===== src/include/memtest_consts.svh =====
//**************************************************************************
// global sizes for the memory exerciser, included by the package and by
// every module that needs a width, a depth or the channel count
//**************************************************************************
`ifndef MEMTEST_CONSTS_SVH
`define MEMTEST_CONSTS_SVH

// channel select, the high bits of the host address
`define MT_NUM_CHANNELS 4
`define MT_CHAN_W       2
// word address and data inside one channel
`define MT_MEM_ADDR_W   8
`define MT_DATA_W       64
`define MT_TAG_W        4
// queue depths, equal to the initial credit counts
`define MT_CMD_DEPTH    4
`define MT_RSP_DEPTH    2
// self-test window from word 0, and model read latency
`define MT_TEST_WORDS   64
`define MT_RD_LATENCY   2

`endif


===== src/memtest_pkg.sv =====
//**************************************************************************
// types shared by the exerciser: host commands, host results and the
// avalon-style request bundle from a channel engine to its memory
//**************************************************************************
`include "memtest_consts.svh"

package memtest_pkg;

   // operations a channel engine can run
   typedef enum logic [1:0] {
      MT_OP_WRITE,
      MT_OP_READ,
      MT_OP_ADDR_TEST
   } mem_op_t;

   // host command, channel select sits in the top addr bits
   typedef struct packed {
      mem_op_t                                op;
      logic [`MT_TAG_W-1:0]                   tag;
      logic [`MT_CHAN_W+`MT_MEM_ADDR_W-1:0]   addr;
      logic [`MT_DATA_W-1:0]                  wdata;
   } mem_cmd_t;

   // one result per command
   typedef struct packed {
      mem_op_t                                op;
      logic [`MT_TAG_W-1:0]                   tag;
      logic [`MT_CHAN_W-1:0]                  chan;
      logic [`MT_DATA_W-1:0]                  rdata;
      // self-test mismatches, wide enough for a full window
      logic [`MT_MEM_ADDR_W:0]                err_count;
   } mem_rsp_t;

   // master request side of the memory port
   typedef struct packed {
      logic [`MT_MEM_ADDR_W-1:0]              address;
      logic                                   write;
      logic                                   read;
      logic [`MT_DATA_W-1:0]                  writedata;
   } mem_port_t;

endpackage


===== src/credit_fifo.sv =====
//**************************************************************************
// register-array fifo for any payload type; each pop sends a one-cycle
// credit pulse back to the producer, which never pushes without credit
//**************************************************************************
`timescale 1ns/1ps

module credit_fifo #(
   parameter type ITEM_T = logic,
   parameter int  DEPTH  = 4
) (
   input  logic  pClk,
   input  logic  rst_n,
   input  logic  push,
   input  ITEM_T item_in,
   input  logic  pop,
   output ITEM_T item_out,
   output logic  not_empty,
   output logic  credit
);
   localparam int PW = (DEPTH > 1) ? $clog2(DEPTH) : 1;
   localparam int CW = $clog2(DEPTH + 1);

   ITEM_T         mem [DEPTH];
   logic [PW-1:0] wr_ptr;
   logic [PW-1:0] rd_ptr;
   logic [CW-1:0] count;
   logic          do_pop;

   // a pop on an empty queue is dropped
   assign do_pop    = pop & not_empty;
   assign not_empty = (count != '0);
   // head of queue is always visible
   assign item_out  = mem[rd_ptr];

   always_ff @(posedge pClk) begin
      if (!rst_n) begin
         wr_ptr <= '0;
         rd_ptr <= '0;
         count  <= '0;
         credit <= 1'b0;
      end else begin
         if (push) begin
            wr_ptr <= (wr_ptr == PW'(DEPTH - 1)) ? '0 : wr_ptr + 1'b1;
         end
         if (do_pop) begin
            rd_ptr <= (rd_ptr == PW'(DEPTH - 1)) ? '0 : rd_ptr + 1'b1;
         end
         count  <= count + CW'(push) - CW'(do_pop);
         // credit lands one cycle after the pop
         credit <= do_pop;
      end
   end

   always_ff @(posedge pClk) begin
      if (push) begin
         mem[wr_ptr] <= item_in;
      end
   end

endmodule


===== src/mem_rsp_collect.sv =====
//**************************************************************************
// result egress: one queue per channel, round-robin drain into the host
// output register, each pop returns a result credit to its channel
//**************************************************************************
`timescale 1ns/1ps
`include "memtest_consts.svh"

module mem_rsp_collect (
   input  logic                  pClk,
   input  logic                  rst_n,
   input  memtest_pkg::mem_rsp_t rsp [`MT_NUM_CHANNELS],
   input  logic                  rsp_push [`MT_NUM_CHANNELS],
   input  logic                  host_rsp_ready,
   output logic                  rsp_credit [`MT_NUM_CHANNELS],
   output memtest_pkg::mem_rsp_t host_rsp,
   output logic                  host_rsp_valid
);
   import memtest_pkg::*;

   localparam int N  = `MT_NUM_CHANNELS;
   localparam int CW = `MT_CHAN_W;

   mem_rsp_t      q_item [N];
   logic          q_ne [N];
   logic          pop [N];
   logic [CW-1:0] rr_ptr;
   logic [CW-1:0] sel;
   logic          sel_valid;
   logic          load;

   for (genvar g = 0; g < N; g++) begin : g_q
      credit_fifo #(
         .ITEM_T (mem_rsp_t),
         .DEPTH  (`MT_RSP_DEPTH)
      ) rsp_q_i (
         .pClk      (pClk),
         .rst_n     (rst_n),
         .push      (rsp_push[g]),
         .item_in   (rsp[g]),
         .pop       (pop[g]),
         .item_out  (q_item[g]),
         .not_empty (q_ne[g]),
         .credit    (rsp_credit[g])
      );
   end

   // output register free or being taken
   assign load = ~host_rsp_valid | host_rsp_ready;

   //************************************************************************
   // round-robin pick, nearest non-empty queue from rr_ptr wins
   //************************************************************************
   always_comb begin
      logic [CW-1:0] idx;
      sel       = rr_ptr;
      sel_valid = 1'b0;
      // walk backwards so the closest candidate is written last
      for (int k = N - 1; k >= 0; k--) begin
         idx = rr_ptr + CW'(k);
         if (q_ne[idx]) begin
            sel       = idx;
            sel_valid = 1'b1;
         end
      end
      for (int i = 0; i < N; i++) begin
         pop[i] = load & sel_valid & (sel == CW'(i));
      end
   end

   always_ff @(posedge pClk) begin
      if (!rst_n) begin
         host_rsp_valid <= 1'b0;
         rr_ptr         <= '0;
      end else if (load) begin
         host_rsp_valid <= sel_valid;
         // next search starts past the winner
         if (sel_valid) begin
            rr_ptr <= sel + 1'b1;
         end
      end
   end

   // held while the host stalls
   always_ff @(posedge pClk) begin
      if (load & sel_valid) begin
         host_rsp <= q_item[sel];
      end
   end

endmodule


===== config.mk =====
export PLATFORM = sky130hd
export DESIGN_NAME = mem_rsp_collect
export DESIGN_NICKNAME = d
export VERILOG_FILES = /design/src/memtest_pkg.sv /design/src/credit_fifo.sv /design/src/mem_rsp_collect.sv
export VERILOG_INCLUDE_DIRS = /design/src /design/src/include
export SDC_FILE = /design/constraint.sdc
export NUM_CORES = 1
export LEC_CHECK = 0
export ABC_CLOCK_PERIOD_IN_PS = 12200
export CAP_MARGIN = 20
export CELL_PAD_IN_SITES_DETAIL_PLACEMENT = 0
export CELL_PAD_IN_SITES_GLOBAL_PLACEMENT = 1
export CORE_ASPECT_RATIO = 1.25
export CORE_UTILIZATION = 51
export DETAILED_ROUTE_END_ITERATION = 8
export DONT_BUFFER_PORTS = 1
export PLACE_DENSITY = 0.71
export SYNTH_ARGS = -nofsm -noshare
export SYNTH_HDL_FRONTEND = slang
export SYNTH_HIERARCHICAL = 1
export SYNTH_SLANG_ARGS = --single-unit

===== constraint.sdc =====
create_clock -name pClk -period 12.2 [get_ports pClk]
set_input_delay 3.05 -clock pClk [delete_from_list [all_inputs] [get_ports pClk]]
set_output_delay 3.05 -clock pClk [all_outputs]
set_load 0.02 [all_outputs]

**Word-level counts from Yosys, hierarchy flattened**

Memory sizes are Yosys's and may differ from the RTL's. A register that Yosys moved wholly into a read port is not among the register bits.
Index checks and enable logic that the tools add are counted.

- Register bits: 104
- RAM bits: 648
- Input port bits: 331
- Output and inout bits: 86
- Logic and storage cells: 124
- Memories kept: 4

Memory list:

| name | words | bits a word | read ports | clocked after Yosys merged registers in | wr ports | line | RTL |
|---|---|---|---|---|---|---|---|
| g_q[0].rsp_q_i.mem | 2 | 81 | 1 | 1 | 1 | credit_fifo.sv:23 | `ITEM_T mem [DEPTH];` |
| g_q[1].rsp_q_i.mem | 2 | 81 | 1 | 1 | 1 | credit_fifo.sv:23 |  |
| g_q[2].rsp_q_i.mem | 2 | 81 | 1 | 1 | 1 | credit_fifo.sv:23 |  |
| g_q[3].rsp_q_i.mem | 2 | 81 | 1 | 1 | 1 | credit_fifo.sv:23 |  |

- $add $sub $neg: 20
- Order comparisons: 5
- Eq/ne operators: 3
- Mux-type cells: 47
- Bitwise logic cells: 16
- Reduce and logical (&&, ||, !) cells: 6

Operators with widths:

| operator | number |
|---|---|
| binary-select mux 81 bit (select 2 bit) | 1 |
| two-way mux 81 bit | 2 |
| two-way mux 1 bit | 36 |
| >= comparator 3 bit (second input constant) | 5 |
| NOT 2 -> 3 bit | 5 |
| AND 1 bit | 9 |
| adder 1 bit (second input constant) | 8 |
| adder 2 x 1 -> 2 bit | 4 |
| binary-select mux 1 bit (select 2 bit) | 4 |
| two-way mux 2 bit | 4 |
| nonzero test 2 bit | 4 |
| subtractor 2 x 1 -> 2 bit | 4 |
| adder 2 x 1 -> 2 bit (second input constant) | 2 |
| adder 2 bit (second input constant) | 2 |
| equality test 2 bit (second input constant) | 2 |
| equality test 2 x 1 -> 1 bit (second input constant) | 1 |
| logical NOT 2 bit | 1 |
| AND reduction 2 bit | 1 |
| NOT 1 bit | 1 |
| OR 1 bit | 1 |

**Longest topological paths before layout**

Gate-level depths: netlist of the first run.

- Depth after elaboration: 14
- Gate-level depth with buffers: 15
- Depth with buffers taken out: 12

**Hierarchy**

Netlist of the first run, hierarchy kept.

By module, submodules not included:

| module | instances | cells each | area an instance (um2) | sequential area each (um2) |
|---|---|---|---|---|
| credit_fifo | 4 | 276 | 6512.5 | 4984.8 |
| mem_rsp_collect | 1 | 484 | 5517.8 | 2492.4 |

**Least setup slack after synthesis of the first run**

Ideal clock, no wire load.

- Path kind: input -> register
- From: in host_rsp_ready
- To: reg g_q[3].rsp_q_i.count[1]
- Library setup time: 65 ps
- Data arrival time: 8763 ps
- Data required time: 12135 ps
- Setup slack: 3372 ps
- Stages on the path: 9
- Cells stage by stage: inv_1 a21oi_1 and3_1 o21a_1 ha_1 inv_1 ha_1 xnor3_1 nor2b_1

RTL lines:

| item | line | RTL |
|---|---|---|
| start, declared | mem_rsp_collect.sv:13 | `input logic host_rsp_ready,` |
| end signal, assigned | credit_fifo.sv:48 | `count <= count + CW'(push) - CW'(do_pop);` |
| end, declared | credit_fifo.sv:26 | `logic [CW-1:0] count;` |

==> results list, run 1 <==
- Setup violations remaining at the end of the flow were counted as 0.
- Antenna Nets Post-Route: 0
- Biggest fanout along the worst timing path: 54
- Slowest cell on the critical path: sky130_fd_sc_hd__buf_4
- Dividing the detail-routed wire length by the instance count gives 27.9 microns.
- Setup repair after global routing left no endpoint under its margin.
- After clock tree synthesis, the setup repair step added 0 buffers.
* Min setup slack post-route: 6760 ps
* Synth Flop Type: sky130_fd_sc_hd__edfxtp_1
- Number of levels the H-tree was split into: 3
- Count of endpoints failing hold in the final timing report: 0
- Dividing total power by cell area gives a power density of 261 nW/um^2.
* Resize count post-CTS: 0
- The core region is 60,900 sq um.
* Number of buffers inserted by port buffering: 0
- At the pin with the least slew margin, the transition time is 1110 ps.
- Class of the most critical setup path: in -> reg
* Total Die Area: 62,900 sq um
- Number of buffers inserted during clock tree synthesis: 74
- Worst stage delay on the critical path: 830 ps
* Wire length of the first global-routing pass: 98.6 mm
* Root Buffer: sky130_fd_sc_hd__clkbuf_16
* Number of enable flip-flop cells after synthesis: 729
- The die is 225 microns wide.
- Cell area after synthesis: 31,600 sq um
- Clock-pin transition on the worst setup and hold timing paths: 60 ps
- In this run, post-CTS hold repair placed 0 buffers.
* Min cycle time layout: 5440 ps
- In this run the tightest slew margin relative to its limit is 0.259.
* Path type of the worst min-delay path: reg -> reg
- Clock tree from TritonCTS: built
* Count of vias placed by the detailed router: 13,900
- For this block, the routed nets add up to 69.8 mm of wire.
- Max-slew violation total from the final report: 0
* Run status: complete, no violations
* HPWL after DPL: 44.1 mm
- Entering global routing, the biggest net connects 108 pins.
- Overall power of the completed layout: 8910 uW
- After the first detailed-routing iteration, the DRC count stood at 737.
- Clk_lat worst skew: 620 ps
* CP startpoint kind: input port
* Kind of cell adding the most delay to the critical path: buffers and inverters
- Final instance area: 34,200 sq um
* Leading cell types by count after synthesis: 729 x sky130_fd_sc_hd__edfxtp_1, 320 x sky130_fd_sc_hd__mux2_4, 89 x sky130_fd_sc_hd__mux2i_1
- Pleak: 0.0119 uW
- The number of nets in the synthesized netlist is 1,927.
- The layout has 4,680 filler cells.
- At the end of routability-driven placement, the weighted congestion stood at 0.747.
- Ports: 417
- Counting every instance in the synthesized netlist gives 1,588.
* Area overhead of the layout relative to synthesis: 8.25%
- Data on the critical path arrives at its endpoint at 5980 ps.
* Via-per-instance ratio: 5.58
- Synthesized area per cell: 19.9 sq um
* Highest ir drop seen on vdd: 0.254 mV
- Max-cap violations in this run came to 0.
- For this run, the register share of the synthesized area comes to 0.711.
* Largest buffer count on any clock path: 3
* GR Overflow Total: 0
- Of all flip-flops after synthesis, the portion carrying an async set or reset was 0.
- GRT Overall Usage: 0.221
- Clock skew on the completed layout was measured at 16.7 ps.
- At the end of the flow, the number of nets in the layout was 1,944.
- Number of antenna violations at the first check in global routing: 6
* Hold Slack: 475 ps
* Placed standard-cell area: 31,900 sq um
* Setup slack at placement: 6110 ps
- Together, buffers and inverters on the worst path number 4.
- Number of rows in the core area: 101
- CP Data Required Time: 12,740 ps
* Starting density of the core: 0.518
* Cell taking the most area after synthesis: sky130_fd_sc_hd__edfxtp_1
* Tcrit/Tclk final: 0.446
- Leading cell type by number of instances after synthesis: sky130_fd_sc_hd__edfxtp_1
- Static timing analysis puts the maximum clock frequency at 184 MHz.
- The critical path goes through inv_1 > a21oi_4 > buf_4 > buf_4 > nor3b_1 > o21a_1 > ha_1 > inv_1 > ha_1 > xnor3_1 > nor2b_1.
* Ratio of cells with drive above 1 in the final layout: 0.307
- The first detailed-routing pass took 5 iterations.
- DRC: 0
- The worst setup path is captured at a flip-flop.
* Area contributors post-synth: sky130_fd_sc_hd__edfxtp_1 69%, sky130_fd_sc_hd__mux2_4 15%, sky130_fd_sc_hd__mux2i_1 2.8%
* Synth unique cells: 35
- DIE HEIGHT: 280 microns
- The share of synthesized area in the top cell type comes to 0.693.
- Counting every sink on the clock net gives 756.
- Setup TNS: 0 ps
- Count of synthesis-stage warnings from yosys: 6
- Via count of the first global-routing pass: 14,800
* Number of flip-flops and latches in the synthesized netlist: 756
-- worst min-delay path: cells and delay by family (launching register included) --
| kind | cells | cell delay, ps |
|---|---|---|
| flops | 1 | 300 |
| simple gates | 1 | 70 |
| mux | 1 | 60 |
-- registers in the layout, indices dropped and copies added, names as in the netlist, named ones only --
name,flops
g_q.rsp_q_i/mem,648
host_rsp,81
g_q.rsp_q_i/rd_ptr,4
g_q.rsp_q_i/count,8
host_rsp_valid,1
rr_ptr,2
g_q.rsp_q_i/wr_ptr,4
g_q.rsp_q_i/credit,4
-- power by group --
group	switching [uW]	internal, uW
combinational	1610	1380
sequential	451	3360
clock	939	1180
-- kinds of logic (layout without fill, tap and decap cells) --
group / Yosys count / after routing / share of synthesized area
fa+ha+maj: 8 / 8 / 0.00317
compound gates: 181 / 181 / 0.0432
buf+inv: 92 / 167 / 0.0323
simple gates: 133 / 133 / 0.0257
flops: 756 / 756 / 0.711
other cells: 0 / 14 / 0
xor+xnor: 5 / 5 / 0.00313
mux: 413 / 413 / 0.182
-- through the flow --
step,instances,util
floorplan,1588,-
global placement,2351,0.523
detailed placement,2353,0.524
CTS,2487,0.560
global route,2497,0.561
finish,2501,0.561
-- cell usage in the layout, fill, tap and decap left out, types with 8 or more instances in the layout --
cell and count:
sky130_fd_sc_hd__nand2b_1 85, sky130_fd_sc_hd__edfxtp_1 729, sky130_fd_sc_hd__a21oi_1 84, sky130_fd_sc_hd__diode_2 14
sky130_fd_sc_hd__clkinv_2 11, sky130_fd_sc_hd__clkbuf_1 15, sky130_fd_sc_hd__ha_1 8, sky130_fd_sc_hd__mux2_4 320
sky130_fd_sc_hd__inv_1 10, sky130_fd_sc_hd__clkinv_1 20, sky130_fd_sc_hd__nor2b_1 11, sky130_fd_sc_hd__o21a_1 8
sky130_fd_sc_hd__and2_1 8, sky130_fd_sc_hd__mux2i_1 89, sky130_fd_sc_hd__a22oi_1 36, sky130_fd_sc_hd__dfxtp_1 23
sky130_fd_sc_hd__a22oi_2 45, sky130_fd_sc_hd__buf_4 21, sky130_fd_sc_hd__clkbuf_16 75
-- cell type report --
class / instances / area, sq um / share of cell area
Inverter: 10 / 37.5 / 0.00110
Clock inverter: 44 / 295 / 0.00864
Timing Repair Buffer: 23 / 205 / 0.00600
Antenna cell: 14 / 35.0 / 0.00103
Multi-Input combinational cell: 740 / 8190 / 0.240
Tap cell: 824 / 1030 / 0.0302
Clock buffer: 90 / 1930 / 0.0566
Sequential cell: 756 / 22400 / 0.657
-- worst paths after layout --
path | startpoint | to | slack, ps | cells past startpoint
max | host_rsp_ready | g_q[0].rsp_q_i/count[1] | 6760 | 11
max reg2reg | g_q[2].rsp_q_i/count[0] | host_rsp[33] | 8060 | 8
min | g_q[2].rsp_q_i/rd_ptr | flip-flop | 470 | 2
min reg2reg | g_q[2].rsp_q_i/rd_ptr | flip-flop | 470 | 2
-- routing by layer --
layer,global-route usage,vias up,routed length [microns]
li1,-,6251,-
met1,0.231,7154,24600
met2,0.384,439,36000
met3,0.0988,101,7230
met4,0.0879,2,2000
met5,0,-,13
Power figures use the tool's default switching activity.
==> run 2, diff against run 1 <==
Settings changed: ABC_CLOCK_PERIOD_IN_PS 12200 to 5100.
Clock period 12.2 ns to 5.1 ns, I/O delays scaled along.
==> run 2 against run 1 <==
Compared with the run above:
- flip-flop and latch count unchanged
- sequential power increased by 140%
- via count increased by 0.98%
- power increased by 140%
- final cell count increased by 0.12%
- first-iteration DRC count increased by 18%
- sequential share of layout area decreased by 0.44 points
==> results list, run 2 (synthesis results as in run 1) <==
- Number of buffers inserted by port buffering: 0 (unchanged)
- Number of levels the H-tree was split into: 3 (unchanged)
- Hold wc startpoint: g_q[2].rsp_q_i/rd_ptr
- Path type of the worst min-delay path: reg -> reg
* CP endpoint kind: flip-flop
* Number of rows in the core area: 101 (unchanged)
- Number of buffers inserted during clock tree synthesis: 74 (unchanged)
- Worst Tran Pin Value: 980 ps (-131 ps)
- The area of the die is 62,900 sq um (unchanged).
- Cell count after placement: 2,358 (+0.21%)
- Placed standard-cell area: 32,000 sq um (+0.31%)
* Count of vias placed by the detailed router: 14,100 (+0.98%)
- The count of cell instances traversed by the critical path was 6 (-5).
- The layout cell share with drive strength beyond 1 was 0.314 (+0.00687).
- Ports: 417 (unchanged)
- Static timing analysis puts the maximum clock frequency at 297 MHz.
* Critical path cell sequence: or2_2 > nor2b_1 > or4_1 > nand2_8 > buf_4 > a22oi_1
- Clock tree from TritonCTS: built
* Final setup violating endpoints: 0 (unchanged)
* Max-slew violation total from the final report: 0 (unchanged)
- Reg2Reg Setup Slack: 1730 ps (-6330 ps)
- Max-cap check violation count: 0 (unchanged)
- In the final layout, the registers with the most flip-flops are g_q.rsp_q_i/mem (648), host_rsp (81), g_q.rsp_q_i/count (8).
- Area overhead of the layout relative to synthesis: 8.98%
* Destination of the worst register-to-register timing path: host_rsp[60]
* Wirelength per Cell: 27.6 microns (-1.2%)
- The total number of nets in the final design was 1,949 (+0.26%).
- The amount of wire on met3 after detailed routing came to 6.01 mm (-17%).
* Via count of the first global-routing pass: 14,900 (+0.41%)
- Overall power of the completed layout: 21,500 uW (+140%)
- Resize count post-CTS: 0 (unchanged)
* Biggest fanout along the worst timing path: 84 (+56%)
- The number of buffers and inverters on the critical path came to 1 (-3).
- Setup TNS: 0 ps (unchanged)
- DR iter-0 viols: 867 (+18%)
- The highest layer touched by signal routing is met5.
- The area taken by multi-input logic gates is 8190 sq um (unchanged).
- In this design, the largest share of critical-path delay is due to simple AND/OR/NAND/NOR gates.
- The run finished with clean final reports.
* Setup slack at placement: 1770 ps (-4340 ps)
* Wire length of the first global-routing pass: 98.7 mm (about the same)
- The initial antenna violation count is 7 (+1).
* Die extent in x: 225 microns (unchanged)
- The clock latency on the worst-skew pair came to 600 ps (-20 ps).
* Number of cells traversed by the worst hold path: 2 (unchanged)
* Pin count of the biggest net entering global routing: 94 (-13%)
- Count of endpoints failing hold in the final timing report: 0 (unchanged)
- Relative slew slack: 0.347 (+0.0877)
- Tcrit/Tclk final: 0.660
* Non-filler cells in the finished layout: 2,504 (+0.12%)
* Clock-pin transition on the worst setup and hold timing paths: 60 ps (about the same)
- The total number of clock tree sinks came to 756 (unchanged).
- The number of fill cells in the layout is 4,682 (+0.043%).
- Highest ir drop seen on vdd: 0.606 mV (+140%)
* GR Overflow Total: 0 (unchanged)
* Global placer's final weighted congestion: 0.755 (+1.1%)
- The post-detailed-route count of antenna-violating nets is 0 (unchanged).
- The signal arrival time at the worst endpoint was 3670 ps (-2310 ps).
* CP startpoint kind: flip-flop
* Largest buffer count on any clock path: 3 (unchanged)
* Slowest cell on the critical path: sky130_fd_sc_hd__buf_4
* DIE HEIGHT: 280 microns (unchanged)
- Ranked by flip-flop count, first place goes to g_q.rsp_q_i/mem.
- Final instance area: 34,400 sq um (+0.67%)
- The per-cell via count in the routed design came to 5.62 (+0.86%).
- Starting density of the core: 0.518 (unchanged)
- The tree is rooted in a sky130_fd_sc_hd__clkbuf_16.
* Router iterations before antenna repair: 4 (-1)
* DRC: 0 (unchanged)
* Setup Buffers After CTS: 0 (unchanged)
- Top library cells by usage in the layout, fill and taps aside: 729 x sky130_fd_sc_hd__edfxtp_1, 320 x sky130_fd_sc_hd__mux2_4, 89 x sky130_fd_sc_hd__mux2i_1
- The core footprint was 60,900 sq um (unchanged).
* Pwr Density: 626 nW/um^2 (+140%)
* HPWL after DPL: 43.8 mm (-0.68%)
- Class of the most critical setup path: reg -> reg
* Max reg flops: 648 (unchanged)
- The smallest clock period supported by the final layout is computed as 3370 ps.
- Length of routed met2 wiring: 35.4 mm (-1.6%)
* Reg-to-reg startpoint: g_q[0].rsp_q_i/count[0]
* Min setup slack post-route: 1730 ps (-5030 ps)
* Most common cell after layout, fill and taps aside: sky130_fd_sc_hd__edfxtp_1
- The leakage component of the power came to 0.0120 uW (+0.96%).
- CP Data Required Time: 5400 ps (-7340 ps)
- Worst stage delay on the critical path: 690 ps (-140 ps)
- Hold-fix buffers, CTS: 0 (unchanged)
- Sequential cell area: 22,400 sq um (unchanged)
* Number of cell instances on the worst register-to-register path: 6 (-2)
- GRT Overall Usage: 0.219 (-0.00114)
* Wirelength, routed: 69.0 mm (-1.1%)
* Setup Skew: 17.7 ps (+0.984 ps)
- Met1 wire length: 25.6 mm (+4.1%)
- Setup repair after global routing left no endpoint under its margin.
==> run 2: cell count changes in the layout (fill, tap and decap cells not counted), sizes merged <==
cell      before  now
bufinv         2    5
clkbuf        90   89
clkinv        35   32
diode         14   12
clkinvlp       3    4
buf           23   28
==> run 2: where the power goes <==
part	switching, uW	total (uW)	internal [uW]	leakage [uW]
clock network	2260	5300	3050	0.00116
logic	3730	7060	3330	0.00376
registers	1120	9160	8040	0.00711
total	7100	21500	14400	0.0120
==> run 2: worst max path at each step <==
stage,startpoint,end
after floorplan,host_rsp_ready,g_q[3].rsp_q_i/count[1]
after global placement,g_q[0].rsp_q_i/count[0],g_q[3].rsp_q_i/count[1]
after detailed placement,g_q[0].rsp_q_i/count[0],g_q[3].rsp_q_i/count[1]
after CTS,g_q[0].rsp_q_i/count[0],g_q[3].rsp_q_i/count[1]
after global routing,g_q[0].rsp_q_i/count[0],host_rsp[44]
final,g_q[0].rsp_q_i/count[0],host_rsp[60]
==> run 2: layout make-up <==
type / instances / share of cell area
Sequential cell: 756 / 0.652
Multi-Input combinational cell: 740 / 0.238
Clock inverter: 45 / 0.0108
Inverter: 10 / 0.00109
Clock buffer: 89 / 0.0579
Antenna cell: 12 / 0.000873
Timing Repair Buffer: 28 / 0.00887
Tap cell: 824 / 0.0300
==> run 2: metrics by stage <==
step                 util  hold WS (ps)
floorplan               -           452
global placement    0.525           457
detailed placement  0.525           470
CTS                 0.564           482
global route        0.565           501
finish              0.565           483
==> run 2: routing by layer <==
metal	GRT usage	up-vias
met5	0	-
met3	0.0781	106
met4	0.0897	2
met1	0.246	7317
met2	0.378	415
li1	-	6244
==> run 2: tightest hold or removal path, stage by stage, from the launching register on <==
cell	delay, ps
sky130_fd_sc_hd__dfxtp_1	310
sky130_fd_sc_hd__nand2_1	70
sky130_fd_sc_hd__mux2i_1	60
